==> config.mk <==
export PLATFORM = sky130hd
export DESIGN_NAME = cache_ctrl
export DESIGN_NICKNAME = d
export VERILOG_FILES = /design/src/logic/cache_pkg.sv /design/src/logic/cache_ctrl.sv
export SDC_FILE = /design/constraint.sdc
export NUM_CORES = 1
export LEC_CHECK = 0
export BUFFER_PORTS_ARGS = -buffer_cell sky130_fd_sc_hd__buf_2
export CORE_MARGIN = 5
export CORE_UTILIZATION = 35
export CTS_CLUSTER_DIAMETER = 150
export DETAILED_ROUTE_END_ITERATION = 8
export PLACE_DENSITY = 0.77
export SLEW_MARGIN = 15
export SYNTH_ARGS = -nofsm -noshare
export SYNTH_HDL_FRONTEND = slang
export SYNTH_SLANG_ARGS = --single-unit
==> constraint.sdc <==
create_clock -name clk -period 3.1 [get_ports clk]
set_input_delay 0.155 -clock clk [delete_from_list [all_inputs] [get_ports clk]]
set_output_delay 0.155 -clock clk [all_outputs]
set_load 0.01 [all_outputs]
==> src/logic/cache_pkg.sv <==
package cache_pkg;

  // --------------------------------------
  // address and data widths
  // --------------------------------------
  // byte address
  localparam int ADDR_BITS = 32;
  // processor data word
  localparam int WORD_BITS = 32;
  // words per cache line
  localparam int LINE_WORDS = 8;
  localparam int LINE_BITS = LINE_WORDS * WORD_BITS;
  // word select inside a line
  localparam int OFFSET_BITS = 3;
  // byte bits below the word, not used for lookup
  localparam int BYTE_BITS = 2;

  // two ways only, one lru bit per set
  localparam int WAYS = 2;

  // --------------------------------------
  // data types
  // --------------------------------------
  typedef logic [WORD_BITS-1:0] word_t;
  typedef logic [LINE_BITS-1:0] line_t;
  typedef logic [WORD_BITS/8-1:0] be_t;
  typedef logic [ADDR_BITS-1:0] addr_t;
  typedef logic [OFFSET_BITS-1:0] offset_t;
  // one-hot way select
  typedef logic [WAYS-1:0] way_t;

  // --------------------------------------
  // controller states
  // --------------------------------------
  typedef enum logic [2:0] {
    // waiting for a request, ready high
    IDLE,
    // tag compare, then hit service or miss dispatch
    LOOKUP,
    // dirty victim goes out to memory
    EVICT,
    // line read command
    FILL_REQ,
    // wait for returned line, data array written here
    FILL_WAIT,
    // tag, valid, dirty and lru update for the filled way
    FILL_WRITE
  } ctrl_state_e;

endpackage

==> src/logic/cache_ctrl.sv <==
module cache_ctrl #(
  parameter int IDX_BITS = 4,
  localparam int TAG_BITS = cache_pkg::ADDR_BITS - IDX_BITS
                            - cache_pkg::OFFSET_BITS - cache_pkg::BYTE_BITS
) (
  input  logic                clk,
  input  logic                reset,
  // processor side
  input  cache_pkg::addr_t    a,
  input  cache_pkg::be_t      be,
  input  logic                read,
  input  logic                write,
  input  cache_pkg::word_t    wd,
  output logic                ready,
  output logic                rd_valid,
  output cache_pkg::word_t    rd,
  // registered request to both stores
  output logic [IDX_BITS-1:0] index,
  output logic [TAG_BITS-1:0] req_tag,
  output cache_pkg::offset_t  req_offset,
  output cache_pkg::be_t      req_be,
  output cache_pkg::word_t    req_wd,
  // tag store results
  input  cache_pkg::way_t     hit_way,
  input  cache_pkg::way_t     victim_way,
  input  logic                victim_dirty,
  input  logic [TAG_BITS-1:0] victim_tag,
  // data store results
  input  cache_pkg::word_t    hit_word,
  input  cache_pkg::word_t    fill_word,
  // store strobes
  output cache_pkg::way_t     tag_write,
  output cache_pkg::way_t     word_write,
  output cache_pkg::way_t     fill_write,
  output logic                hit_update,
  output logic                dirty_set,
  output logic                fill_merge,
  // memory side
  output cache_pkg::addr_t    mm_a,
  output logic                mm_read,
  output logic                mm_write,
  input  logic                mm_ready,
  input  logic                mm_readdata_valid
);

  import cache_pkg::*;

  localparam int LINE_OFS = OFFSET_BITS + BYTE_BITS;

  ctrl_state_e state;
  ctrl_state_e state_next;

  logic accept;
  // second lookup cycle, compare results registered
  logic lookup_done;
  logic req_write;
  logic rd_valid_next;
  way_t hit_way_q;
  logic victim_dirty_q;

  assign ready = (state == IDLE);
  assign accept = ready && (read || write);

  // --------------------------------------
  // request register
  // --------------------------------------
  always_ff @(posedge clk) begin
    if (accept) begin
      req_tag <= a[ADDR_BITS-1 -: TAG_BITS];
      index <= a[LINE_OFS +: IDX_BITS];
      req_offset <= a[BYTE_BITS +: OFFSET_BITS];
      req_be <= be;
      req_wd <= wd;
    end
    // compare results from the first lookup cycle
    if (state == LOOKUP && !lookup_done) begin
      hit_way_q <= hit_way;
      victim_dirty_q <= victim_dirty;
    end
    // read data, hit word or word of the returned line
    if (state == LOOKUP && lookup_done && (|hit_way_q) && !req_write) begin
      rd <= hit_word;
    end else if (state == FILL_WAIT && mm_readdata_valid && !req_write) begin
      rd <= fill_word;
    end
  end

  // --------------------------------------
  // state and control flops
  // --------------------------------------
  always_ff @(posedge clk) begin
    if (reset) begin
      state <= IDLE;
      lookup_done <= 1'b0;
      req_write <= 1'b0;
      rd_valid <= 1'b0;
    end else begin
      state <= state_next;
      lookup_done <= (state == LOOKUP) && !lookup_done;
      rd_valid <= rd_valid_next;
      if (accept) begin
        req_write <= write;
      end
    end
  end

  // --------------------------------------
  // next state and strobes
  // --------------------------------------
  always_comb begin
    state_next = state;
    rd_valid_next = 1'b0;
    tag_write = '0;
    word_write = '0;
    fill_write = '0;
    hit_update = 1'b0;
    dirty_set = 1'b0;
    fill_merge = 1'b0;
    mm_read = 1'b0;
    mm_write = 1'b0;
    // line address of the request by default
    mm_a = {req_tag, index, {LINE_OFS{1'b0}}};
    case (state)
      IDLE: begin
        if (accept) begin
          state_next = LOOKUP;
        end
      end
      LOOKUP: begin
        if (lookup_done) begin
          if (|hit_way_q) begin
            hit_update = 1'b1;
            dirty_set = req_write;
            word_write = req_write ? hit_way_q : '0;
            rd_valid_next = !req_write;
            state_next = IDLE;
          end else if (victim_dirty_q) begin
            state_next = EVICT;
          end else begin
            state_next = FILL_REQ;
          end
        end
      end
      EVICT: begin
        // victim line goes to its own address
        mm_a = {victim_tag, index, {LINE_OFS{1'b0}}};
        if (mm_ready) begin
          mm_write = 1'b1;
          state_next = FILL_REQ;
        end
      end
      FILL_REQ: begin
        if (mm_ready) begin
          mm_read = 1'b1;
          state_next = FILL_WAIT;
        end
      end
      FILL_WAIT: begin
        // line only valid with the pulse, store it now
        if (mm_readdata_valid) begin
          fill_write = victim_way;
          fill_merge = req_write;
          state_next = FILL_WRITE;
        end
      end
      FILL_WRITE: begin
        tag_write = victim_way;
        dirty_set = req_write;
        rd_valid_next = !req_write;
        state_next = IDLE;
      end
      default: begin
        state_next = IDLE;
      end
    endcase
  end

  // --------------------------------------
  // checks
  // --------------------------------------
  a_mm_excl : assert property (@(posedge clk) disable iff (reset)
    !(mm_read && mm_write));

  a_mm_ready : assert property (@(posedge clk) disable iff (reset)
    (mm_read || mm_write) |-> mm_ready);

endmodule

==> impl_metrics.tcl <==
set metrics [dict create \
    use_met2 0.3590 \
    routed_via_density 4.733 \
    syn_inst 232 \
    rsz0062_at_grt "no" \
    crit_path_start "state[0]" \
    final_nets 771 \
    gp_congestion 0.8510 \
    drtAntennaViolNets 0 \
    insertion_delay_ns 0.35 \
    filler_cell_count 947 \
    synth_top_area_share 0.7169 \
    coreArea_mm2 0.01191 \
    overflow 0 \
    required_ns 3.19 \
    die_w_um 119.9 \
    seq_area_frac_synth 0.7453 \
    outcome "completed" \
    layout_common_cells "301 x buf_2, 101 x edfxtp_1, 69 x dlygate4sd3_1, 53 x mux2_2, 9 x clkbuf_16" \
    rows 40 \
    clkTransAtPathRegs_ns 0.07 \
    synth_seq_cells 107 \
    synth_area_leader_cell "edfxtp_1" \
    critPathCaptureType "flop" \
    fp.dieH_um 119.9 \
    cts_max_level 3 \
    yosysUniqueCellTypes 32 \
    power.density_mw_per_mm2 501.4 \
    skew_ns 0.007315 \
    use_met3 0.07304 \
    syn_area_mm2 0.004230 \
    start_kind "flop" \
    cts.repair.resized 0 \
    grt_busiest_layer "met2" \
    use_met1 0.1976 \
    preCtsSetupSlack_ns 0.8502 \
    drv_cap 0 \
    finalSetupViolCount 0 \
    worst_slew_pin_slew_ns 0.5195 \
    fmax_mhz 440.2 \
    die_area_mm2 0.01439 \
    power.leakage_nw 3.018 \
    wirelength_um 14560 \
    totalNegativeSetupSlack_ns 0 \
    fin_crit_sh 0.7329 \
    first_pass_iters 5 \
    hold_path_class "in -> reg" \
    syn_to_final_growth_pct 62.38 \
    grt_pass1_vias 3932 \
    layout-drive-gt1-share 0.6246 \
    io_buffers 301 \
    vias 3597 \
    cp_max_fo 32 \
    numCtsBuffers 9 \
    slew_headroom 0.6500 \
    ios 309 \
    drc 0 \
    start_util 0.3551 \
    fin_ws_ns 0.8281 \
    final_common_cell "buf_2" \
    finalHoldViolCount 0 \
    worst_ep_arrival_time_ns 2.37 \
    path_class "reg -> reg" \
    yosys_warnings 0 \
    fin_crit_ns 2.272 \
    slew_viol_final 0 \
    grt_pass1_wl_um 21480 \
    r2r_start "state[0]" \
    hpwlAfterDp_um 10460 \
    synth_area_leaders "edfxtp_1 72%, mux2_2 14%, dfxtp_1 2.8%" \
    grt_max_degree 45 \
    cts.path.max_buffers 2 \
    syn_area_per_cell_um2 18.23 \
    hp-start "reset" \
    reg2reg_slack_ns 0.83 \
    wl_per_cell_um 19.16 \
    track_usage 0.1972 \
    cts_tree "built" \
    antenna_found_initial 3 \
    peakVddDrop_uv 295.1 \
    cts_sinks 107 \
    cts_root_buf "clkbuf_16" \
    drt_iter0_drc 232 \
]
## cells by family after synthesis
| group | count (synthesis) | share of synthesized area |
|---|---|---|
| other | 1 | 0.0008865 |
| flip-flops | 107 | 0.7453 |
| AND/OR/NAND/NOR | 37 | 0.05265 |
| AO/OA/AOI/OAI | 14 | 0.02485 |
| buffers and inverters | 18 | 0.02987 |
| multiplexers | 55 | 0.1464 |
## cell type report
class | instances | area, um2 | area share
flip-flops and latches | 107 | 3153 | 0.4590
repair buffers | 375 | 2247 | 0.3271
multi-input cells | 111 | 973.4 | 0.1417
clock buffers | 9 | 225.2 | 0.03279
well taps | 147 | 183.9 | 0.02678
clock inverters | 7 | 75.07 | 0.01093
diodes | 3 | 7.507 | 0.001093
inverters | 1 | 3.754 | 0.0005464
## timing repair
| action | in CTS | in global routing |
|---|---|---|
| hold buffers | 69 | 0 |
| buffers inserted | 0 | 0 |
| hold endpoints to repair | 69 | 0 |
## per-layer routing
| layer | wire [um] | part of all wire | vias up |
|---|---|---|---|
| li1 | - | - | 1633 |
| met1 | 4863 | 0.33 | 1699 |
| met2 | 7853 | 0.54 | 241 |
| met3 | 1488 | 0.10 | 24 |
| met4 | 355 | 0.024 | 0 |
| met5 | 0 | 0 | - |
## critical path, cell delays in order, from the launching register on
cell	delay [ns]
dfxtp_1	0.58
or3b_4	0.48
nor3_4	0.17
buf_4	0.38
mux2_2	0.39
## worst paths after layout
| kind | end | depth (start not counted) |
|---|---|---|
| hold reg to reg | lookup_done | 1 |
| setup reg to reg | rd[6] | 4 |
| setup / recovery | rd[6] | 4 |
| hold / removal | state[0] | 2 |
## where the power goes
| group | internal, mW | total, mW | switching, mW |
|---|---|---|---|
| clock | 0.632 | 1.16 | 0.525 |
| sequential | 1.70 | 1.75 | 0.0478 |
| combinational | 0.274 | 0.534 | 0.260 |
## per-stage QoR
step / instance area (um2) / std cells / total power, mW / hold WS, ns / utilization
2_1_floorplan: 4245 / 236 / 1.981 / 0.2241 / -
3_3_place_gp: 5871 / 672 / 2.217 / 0.3323 / 0.4929
3_5_place_dp: 5871 / 672 / 2.237 / 0.3331 / 0.4929
5_1_grt: 6869 / 760 / 3.595 / 0.05210 / 0.5767
6_report: 6869 / 760 / 3.444 / 0.05774 / 0.5767
4_1_cts: 6862 / 757 / 3.473 / 0.03392 / 0.5761
## sequential cells by signal, summed over array words and instances, names as in the netlist
register and cells:
req_be 4, rd 32, lookup_done 1, req_tag 23, req_offset 3, req_write 1, state 3, rd_valid 1
victim_dirty_q 1, index 4, hit_way_q 2, req_wd 32
## synthesized netlist by cell type, drive strengths merged
cell type and number:
nand3 1, and4b 1, nor3b 1, nand2b 1, o21ba 2, and3 4, o21ai 4, nor3 7
mux2 55, or3b 1, a21oi 1, nor2b 4, and2 6, o211ai 1, clkbuf 3, nor4 1
nor2 7, buf 14, edfxtp 101, conb 1, dfxtp 6, a21bo 1, inv 1, nand2 3
a32oi 2, o21a 1, a211oi 1, o311a 1
Power figures use the tool's default switching activity.
