**config.mk**
```make
export PLATFORM = sky130hd
export DESIGN_NAME = tag_store
export DESIGN_NICKNAME = d
export VERILOG_FILES = /design/src/logic/cache_pkg.sv /design/src/logic/tag_store.sv
export SDC_FILE = /design/constraint.sdc
export NUM_CORES = 1
export LEC_CHECK = 0
export BUFFER_PORTS_ARGS = -buffer_cell sky130_fd_sc_hd__buf_2
export CORE_MARGIN = 10
export CORE_UTILIZATION = 55
export DETAILED_ROUTE_END_ITERATION = 7
export GPL_TIMING_DRIVEN = 0
export HOLD_SLACK_MARGIN = 0.1
export PLACE_DENSITY = 0.71
export SYNTH_ARGS = -nofsm -noshare
export SYNTH_HDL_FRONTEND = slang
export SYNTH_SLANG_ARGS = --single-unit
```
**constraint.sdc**
```tcl
create_clock -name clk -period 4.33 [get_ports clk]
set_clock_uncertainty 0.1 [all_clocks]
set_input_delay 0.2165 -clock clk [delete_from_list [all_inputs] [get_ports clk]]
set_output_delay 0.2165 -clock clk [all_outputs]
set_load 0.01 [all_outputs]
```
**src/logic/cache_pkg.sv**
```systemverilog
package cache_pkg;

  // --------------------------------------
  // address and data widths
  // --------------------------------------
  // byte address
  localparam int ADDR_BITS = 32;
  // processor data word
  localparam int WORD_BITS = 32;
  // words per cache line
  localparam int LINE_WORDS = 8;
  localparam int LINE_BITS = LINE_WORDS * WORD_BITS;
  // word select inside a line
  localparam int OFFSET_BITS = 3;
  // byte bits below the word, not used for lookup
  localparam int BYTE_BITS = 2;

  // two ways only, one lru bit per set
  localparam int WAYS = 2;

  // --------------------------------------
  // data types
  // --------------------------------------
  typedef logic [WORD_BITS-1:0] word_t;
  typedef logic [LINE_BITS-1:0] line_t;
  typedef logic [WORD_BITS/8-1:0] be_t;
  typedef logic [ADDR_BITS-1:0] addr_t;
  typedef logic [OFFSET_BITS-1:0] offset_t;
  // one-hot way select
  typedef logic [WAYS-1:0] way_t;

  // --------------------------------------
  // controller states
  // --------------------------------------
  typedef enum logic [2:0] {
    // waiting for a request, ready high
    IDLE,
    // tag compare, then hit service or miss dispatch
    LOOKUP,
    // dirty victim goes out to memory
    EVICT,
    // line read command
    FILL_REQ,
    // wait for returned line, data array written here
    FILL_WAIT,
    // tag, valid, dirty and lru update for the filled way
    FILL_WRITE
  } ctrl_state_e;

endpackage

```
**src/logic/tag_store.sv**
```systemverilog
module tag_store #(
  parameter int IDX_BITS = 4,
  localparam int TAG_BITS = cache_pkg::ADDR_BITS - IDX_BITS
                            - cache_pkg::OFFSET_BITS - cache_pkg::BYTE_BITS
) (
  input  logic                clk,
  input  logic                reset,
  input  logic [IDX_BITS-1:0] index,
  input  logic [TAG_BITS-1:0] tag,
  input  cache_pkg::way_t     tag_write,
  input  logic                hit_update,
  input  logic                dirty_set,
  output cache_pkg::way_t     hit_way,
  output cache_pkg::way_t     victim_way,
  output logic                victim_dirty,
  output logic [TAG_BITS-1:0] victim_tag
);

  import cache_pkg::*;

  localparam int SETS = 2 ** IDX_BITS;

  // --------------------------------------
  // storage
  // --------------------------------------
  // tag array per way
  logic [TAG_BITS-1:0] tag_mem [WAYS][SETS];
  // per-way status, one bit per set
  logic [SETS-1:0] valid_q [WAYS];
  logic [SETS-1:0] dirty_q [WAYS];
  // lru_q[set] names the least recently used way
  logic [SETS-1:0] lru_q;

  // victim as a way number, selects tag and dirty bit
  logic victim_idx;

  // --------------------------------------
  // hit compare
  // --------------------------------------
  always_comb begin
    for (int w = 0; w < WAYS; w++) begin
      hit_way[w] = valid_q[w][index] && (tag_mem[w][index] == tag);
    end
  end

  // --------------------------------------
  // victim choice
  // --------------------------------------
  // an empty way first, lru way only when the set is full
  always_comb begin
    if (!valid_q[0][index]) begin
      victim_way = 2'b01;
    end else if (!valid_q[1][index]) begin
      victim_way = 2'b10;
    end else begin
      victim_way = lru_q[index] ? 2'b10 : 2'b01;
    end
    victim_idx = victim_way[1];
    victim_tag = tag_mem[victim_idx][index];
    // only a valid line can need a write-back
    victim_dirty = valid_q[victim_idx][index] && dirty_q[victim_idx][index];
  end

  // --------------------------------------
  // status update
  // --------------------------------------
  always_ff @(posedge clk) begin
    if (reset) begin
      for (int w = 0; w < WAYS; w++) begin
        valid_q[w] <= '0;
        dirty_q[w] <= '0;
      end
      lru_q <= '0;
    end else if (|tag_write) begin
      // line fill, new tag in the victim way
      for (int w = 0; w < WAYS; w++) begin
        if (tag_write[w]) begin
          valid_q[w][index] <= 1'b1;
          // write-allocate fill is dirty straight away
          dirty_q[w][index] <= dirty_set;
        end
      end
      // filled way is now most recent
      lru_q[index] <= tag_write[0];
    end else if (hit_update) begin
      for (int w = 0; w < WAYS; w++) begin
        if (hit_way[w] && dirty_set) begin
          dirty_q[w][index] <= 1'b1;
        end
      end
      // point away from the hit way
      lru_q[index] <= hit_way[0];
    end
  end

  // tag array
  always_ff @(posedge clk) begin
    for (int w = 0; w < WAYS; w++) begin
      if (tag_write[w]) begin
        tag_mem[w][index] <= tag;
      end
    end
  end

  // --------------------------------------
  // checks
  // --------------------------------------
  // a tag lives in at most one way of a set
  a_hit_onehot : assert property (@(posedge clk) disable iff (reset)
    !(&hit_way));

  // the request that caused the fill hits the filled way right after
  a_fill_hits : assert property (@(posedge clk) disable iff (reset)
    (|tag_write) |=> (hit_way == $past(tag_write)));

endmodule

```
==> results of run 1 <==
## cell usage after synthesis, drive strengths merged, types with 2 or more instances
master / instances / area (um^2)
and2: 2 / 12.51
nor2: 58 / 220.2
dfxtp: 16 / 320.3
nor3: 5 / 25.02
nand2: 63 / 236.5
nor2b: 5 / 31.28
o21bai: 16 / 120.1
inv: 3 / 11.26
mux2i: 8 / 80.08
buf: 53 / 336.6
a22oi: 14 / 105.1
o21a: 16 / 120.1
a22o: 13 / 113.9
or3: 2 / 12.51
edfxtp: 800 / 24020
mux2: 14 / 157.7
a221oi: 9 / 85.08
xnor2: 26 / 227.7
nor4: 5 / 37.53
and3: 16 / 100.1
o2111ai: 2 / 17.52
nand2b: 4 / 25.02
a21o: 17 / 127.6
clkbuf: 44 / 165.2
mux4: 277 / 6238
a21oi: 17 / 85.08
a31oi: 3 / 40.04
nand4: 6 / 43.79
nand3: 3 / 15.01
or2: 34 / 212.7
xor2: 16 / 140.1
## routing by layer
metal / vias up / share of wire [%] / global-route usage [%]
met3: 274 / 13 / 7.668
met2: 1392 / 47 / 43.85
li1: 7064 / - / -
met4: 0 / 5.0 / 12.93
met5: - / 0 / 0
met1: 9672 / 35 / 37.84
## power groups by stage
stage	registers, mW	logic (mW)	clock network (mW)
after detailed placement	9.10	1.58	0
final	8.93	1.66	6.82
after floorplan	9.08	0.919	0
after CTS	8.93	1.63	6.87
after global routing	8.95	1.72	7.17
after global placement	9.09	1.52	0
## worst max-delay path, stage by stage
cell,delay (ns)
buf_2,0.20
clkdlybuf4s15_1,0.80
mux4_2,0.42
mux4_2,0.49
xor2_1,0.19
nor4_1,0.52
nand4_1,0.47
nor3_2,0.45
nand2b_1,0.10
clkbuf_1,0.25
buf_2,0.29
o21bai_1,0.24
## per-stage QoR
step | util, % | hold slack [ns] | setup slack, ns | area, um^2 | cells
after floorplan | - | 0.2154 | 0.4969 | 33610 | 1579
final | 64.01 | 0.1937 | -0.08746 | 38710 | 2623
after global routing | 64.01 | 0.2006 | -0.006345 | 38700 | 2622
after CTS | 63.91 | 0.1259 | 0.01904 | 38650 | 2622
after detailed placement | 59.05 | 0.4601 | -2.489 | 35710 | 2452
after global placement | 57.68 | 0.4059 | -2.920 | 34880 | 2419
## kinds of logic after synthesis
kind of cell	after synthesis	synth area share [%]
AO/OA/AOI/OAI	113	2.625
flip-flops	816	72.43
AND/OR/NAND/NOR	208	3.042
buffers and inverters	101	1.538
XOR/XNOR	42	1.095
multiplexers	299	19.27
## how the worst max path moves through the flow
stage / end / slack [ns] / depth (start not counted)
floorplan: dirty_q[0][2] / 0.50 / 11
global placement: dirty_q[0][2] / -2.92 / 11
detailed placement: dirty_q[1][6] / -2.49 / 12
CTS: victim_tag[7] / 0.02 / 10
global route: victim_dirty / -0.006 / 11
finish: dirty_q[1][10] / -0.09 / 12
## flip-flops by register name, indices dropped and copies added (netlist names)
signal / flops
lru_q: 16
tag_mem: 736
valid_q: 32
dirty_q: 32
## timing repair
| action | CTS | global route |
|---|---|---|
| endpoints found under the hold margin | 750 | 0 |
| hold buffers | 25 | 0 |
| setup buffers | 2 | 0 |
| setup endpoints to repair | 108 | 64 |
| pin swaps | 1 | 1 |
| resized for setup | 65 | 21 |
## final cells by class
cell class / count / area share (%)
clock inverter: 51 / 1.138
clock buffer: 92 / 5.398
buffer: 97 / 1.668
multi-input combinational: 662 / 23.13
tap: 782 / 2.528
timing repair buffer: 118 / 3.207
antenna: 1 / 0.006465
sequential: 816 / 62.89
inverter: 4 / 0.03879
==> impl_metrics.env, run 1 <==
export IMPL_status="finished with violations"
export IMPL_violations="setup timing"
export IMPL_layout_common_cells="edfxtp_1 (800), mux4_2 (277), clkbuf_16 (82), buf_2 (70), nand2_1 (61)"
export IMPL_maxSlewHeadroom_pct=11.98
export IMPL_cts_tree="done"
export IMPL_firstDrtPassIters=6
export IMPL_multi_input_area_um2=8951
export IMPL_syn_to_final_growth_pct=15.17
export IMPL_critPathKind="in -> reg"
export IMPL_final_common_cell="edfxtp_1"
export IMPL_synth_edf_count=800
export IMPL_place_congestion=0.9316
export IMPL_crit_start="index[1]"
export IMPL_max_freq_mhz=226.4
export IMPL_dp_hpwl_um=63670
export IMPL_hp_class="in -> reg"
export IMPL_cts_buffer_depth=3
export IMPL_cp_required_ns=4.57
export IMPL_synth_seq_cells=816
export IMPL_postSynthCellCount=1579
export IMPL_final_setup_tns_ns=-2.218
export IMPL_insertion_delay_ns=0.65
export IMPL_grt_pass1_wl_um=140200
export IMPL_viasPerCell=7.016
export IMPL_synth_ff_type="edfxtp_1"
export IMPL_die_x_um=267.2
export IMPL_drc=0
export IMPL_grt_pass1_vias=18336
export IMPL_syn_num_nets=1612
export IMPL_grt_max_degree=36
export IMPL_layout_setup_ws_ns=-0.08746
export IMPL_ys_types=52
export IMPL_grt_antenna_before_repair=2
export IMPL_routed_wirelength_um=99800
export IMPL_nets=1813
export IMPL_synth_area_um2=33610
export IMPL_register_area_um2=24340
export IMPL_async_flop_share_pct=0
export IMPL_crit_fanout=10
export IMPL_reg2reg_slack_ns=-0.05
export IMPL_min_path_cells=4
export IMPL_period_share_pct=102.0
export IMPL_reg2reg_depth=10
export IMPL_initial_core_util_pct=55.58
export IMPL_slew_violations=0
export IMPL_irDropWorstVdd_mv=0.3675
export IMPL_cp_end_kind="flip-flop"
export IMPL_grt_total_usage_pct=28.47
export IMPL_sw_frac_of_total_pct=23.11
export IMPL_total_power_mw=17.41
export IMPL_clockRootBuffer="clkbuf_16"
export IMPL_arrival_ns=4.65
export IMPL_avgSynthCellArea_um2=21.28
export IMPL_row_count=90
export IMPL_clkTransAtPathRegs_ns=0.06
export IMPL_drive_above_1_share_pct=35.33
export IMPL_ant_nets=0
export IMPL_vias=18402
export IMPL_timing_rr_end="dirty_q[1][10]"
export IMPL_power_density_nw_per_um2=449.8
export IMPL_hp_start="reset"
export IMPL_dieArea_um2=71390
export IMPL_yosys_warnings=0
export IMPL_core_um2=60470
export IMPL_io_pin_count=61
export IMPL_worst_pin_slew_ns=1.320
export IMPL_holdPathEnd="lru_q[8]"
export IMPL_power_leakage_nw=12.48
export IMPL_fin_crit_ns=4.417
export IMPL_dieHeight_um=267.2
export IMPL_io_buffers=58
export IMPL_startpoint_type="primary input"
export IMPL_cts_buffers=81
export IMPL_setup_violations_final=52
export IMPL_wl_per_cell_um=38.05
export IMPL_yosysSeqAreaShare_pct=72.43
export IMPL_intPower_mw=13.39
export IMPL_combPwrFrac_pct=9.5
export IMPL_numClockSinks=816
export IMPL_clkPwrFrac_pct=39.1
export IMPL_cap_violations=0
export IMPL_cts_htree_levels=3
export IMPL_grt_remaining_overflow=0
export IMPL_hold_violations=0
export IMPL_seqPwrFrac_pct=51.3
export IMPL_drt_initial_drc_count=3110
export IMPL_p_switching_mw=4.025
export IMPL_filler_cell_count=3953
export IMPL_rr_startpoint="tag_mem[1][17]"
Power figures use the tool's default switching activity.
==> run 2, diff against run 1 <==
--- a/config.mk
+++ b/config.mk
@@ -5,7 +5,7 @@
 export SDC_FILE = /design/constraint.sdc
 export NUM_CORES = 1
 export LEC_CHECK = 0
-export BUFFER_PORTS_ARGS = -buffer_cell sky130_fd_sc_hd__buf_2
+export BUFFER_PORTS_ARGS = -buffer_cell sky130_fd_sc_hd__buf_4
 export CORE_MARGIN = 10
 export CORE_UTILIZATION = 55
 export DETAILED_ROUTE_END_ITERATION = 7
==> impl_metrics.env, run 2 (synthesized netlist as in run 1, its figures left out) <==
export IMPL_drt_initial_drc_count=3153
export IMPL_max_freq_mhz=229.0
export IMPL_place_congestion=0.9248
export IMPL_grt_antenna_before_repair=0
export IMPL_max_stage_delay_ns=0.58
export IMPL_crit_fanout=10
export IMPL_numClockSinks=816
export IMPL_grt_pass1_wl_um=138400
export IMPL_final_setup_tns_ns=-0.1479
export IMPL_maxSlewHeadroom_pct=8.802
export IMPL_violations="setup timing"
export IMPL_vias=18520
export IMPL_cp_required_ns=4.57
export IMPL_timing_rr_end="dirty_q[1][10]"
export IMPL_antennaDiodeCount=0
export IMPL_place_area_um2=35840
export IMPL_biggestRegsByFlops="tag_mem (736), dirty_q (32), valid_q (32)"
export IMPL_setup_violations_final=9
export IMPL_crit_family="buffers and inverters"
export IMPL_hp_class="in -> reg"
export IMPL_crit_chain="buf_2, clkbuf_2, clkbuf_2, mux4_2, mux4_2, xnor2_1, nand4_1, nor2_1, nand4_2, nor2_2, buf_4, a21o_1"
export IMPL_reg2reg_depth=10
export IMPL_reg2reg_slack_ns=0.08
export IMPL_slew_violations=0
export IMPL_cp_end_kind="flip-flop"
export IMPL_core_um2=60470
export IMPL_worst_pin_slew_ns=1.368
export IMPL_io_pin_count=61
export IMPL_final_common_cell="edfxtp_1"
export IMPL_irDropWorstVdd_mv=0.4528
export IMPL_power_leakage_nw=12.59
export IMPL_hold_violations=0
export IMPL_fin_crit_ns=4.366
export IMPL_die_x_um=267.2
export IMPL_period_share_pct=100.8
export IMPL_dieHeight_um=267.2
export IMPL_holdPathEnd="lru_q[5]"
export IMPL_grt_remaining_overflow=0
export IMPL_filler_cell_count=3868
export IMPL_min_path_cells=4
export IMPL_wl_per_cell_um=37.97
export IMPL_hp_start="reset"
export IMPL_layout_setup_ws_ns=-0.03591
export IMPL_critPathSlowestCell="clkbuf_2"
export IMPL_grt_max_degree=36
export IMPL_largest_reg_flops=736
export IMPL_critPathKind="in -> reg"
export IMPL_drive_above_1_share_pct=35.35
export IMPL_place_inst=2450
export IMPL_cts_htree_levels=3
export IMPL_cap_violations=0
export IMPL_viasPerCell=7.082
export IMPL_initial_core_util_pct=55.58
export IMPL_dp_hpwl_um=62570
export IMPL_power_density_nw_per_um2=460.0
export IMPL_layout_common_cells="edfxtp_1 (800), mux4_2 (277), clkbuf_16 (83), buf_4 (74), nand2_1 (62)"
export IMPL_dp_slack_ns=-2.404
export IMPL_regMostFlops="tag_mem"
export IMPL_crit_buf_inv=4
export IMPL_cts_buffer_depth=3
export IMPL_drc=0
export IMPL_clkTransAtPathRegs_ns=0.06
export IMPL_syn_to_final_growth_pct=16.13
export IMPL_cts_buffers=81
export IMPL_grt_pass1_vias=18015
export IMPL_rr_startpoint="tag_mem[1][292]"
export IMPL_arrival_ns=4.61
export IMPL_fin_cells=2615
export IMPL_status="finished with violations"
export IMPL_insertion_delay_ns=0.63
export IMPL_crit_start="index[1]"
export IMPL_cts_tree="done"
export IMPL_startpoint_type="primary input"
export IMPL_row_count=90
export IMPL_grt_total_usage_pct=28.08
export IMPL_clockRootBuffer="clkbuf_16"
export IMPL_final_area_um2=39030
export IMPL_nets=1811
export IMPL_dieArea_um2=71390
export IMPL_io_buffers=58
export IMPL_ant_nets=0
export IMPL_firstDrtPassIters=5
export IMPL_routed_wirelength_um=99300
run 2: what timing repair did:
action / CTS / global route
endpoints found under the setup margin: 108 / 24
hold buffers: 25 / 0
endpoints found under the hold margin: 751 / 0
buffers inserted: 2 / 0
gates resized for setup: 66 / 15
pin swaps: 1 / 0
run 2: power by group:
| part | total [mW] | internal (mW) | switching (mW) | leakage, nW |
|---|---|---|---|---|
| clock network | 7.33 | 4.39 | 2.94 | 1.32 |
| logic | 1.69 | 0.698 | 0.997 | 3.88 |
| registers | 8.93 | 8.88 | 0.0509 | 7.40 |
| total | 18.0 | 14.0 | 3.99 | 12.6 |
run 2: how the worst max path moves through the flow:
stage | to | slack, ns | cells after the start
floorplan | dirty_q[0][2] | 0.50 | 11
global placement | dirty_q[0][15] | -3.02 | 11
detailed placement | dirty_q[1][6] | -2.40 | 12
finish | dirty_q[0][10] | -0.04 | 12
CTS | victim_dirty | 0.003 | 10
global route | dirty_q[0][14] | -0.009 | 12
run 2: cell type report:
type	count	area (um^2)	area share, %
multi-input cells	662	8962	22.96
plain buffers	97	631.9	1.619
well taps	782	978.4	2.507
clock buffers	95	2122	5.437
flip-flops and latches	816	24340	62.37
repair buffers	116	1376	3.526
clock inverters	43	600.6	1.539
inverters	4	15.01	0.03847
run 2: through the flow:
step                utilization (%)  power, mW  hold WS, ns
floorplan                         -      10.00       0.2154
global placement              57.92      10.64       0.4068
detailed placement            59.27      10.71       0.4126
CTS                           64.45      17.93       0.1565
global route                  64.54      18.34       0.2039
finish                        64.54      17.95       0.1910
run 2: per-layer routing:
metal | share of wire (%) | vias to the layer above | global-route usage, %
li1 | - | 7042 | -
met1 | 36 | 9749 | 37.97
met2 | 47 | 1469 | 43.33
met3 | 13 | 260 | 7.136
met4 | 4.4 | 0 | 11.73
met5 | 0 | - | 0
run 2: worst min-delay path, delay by kind of cell:
kind | cells | cell delay [ns]
buffers and inverters | 2 | 0.38
AND/OR/NAND/NOR | 1 | 0.17
AO/OA/AOI/OAI | 1 | 0.12
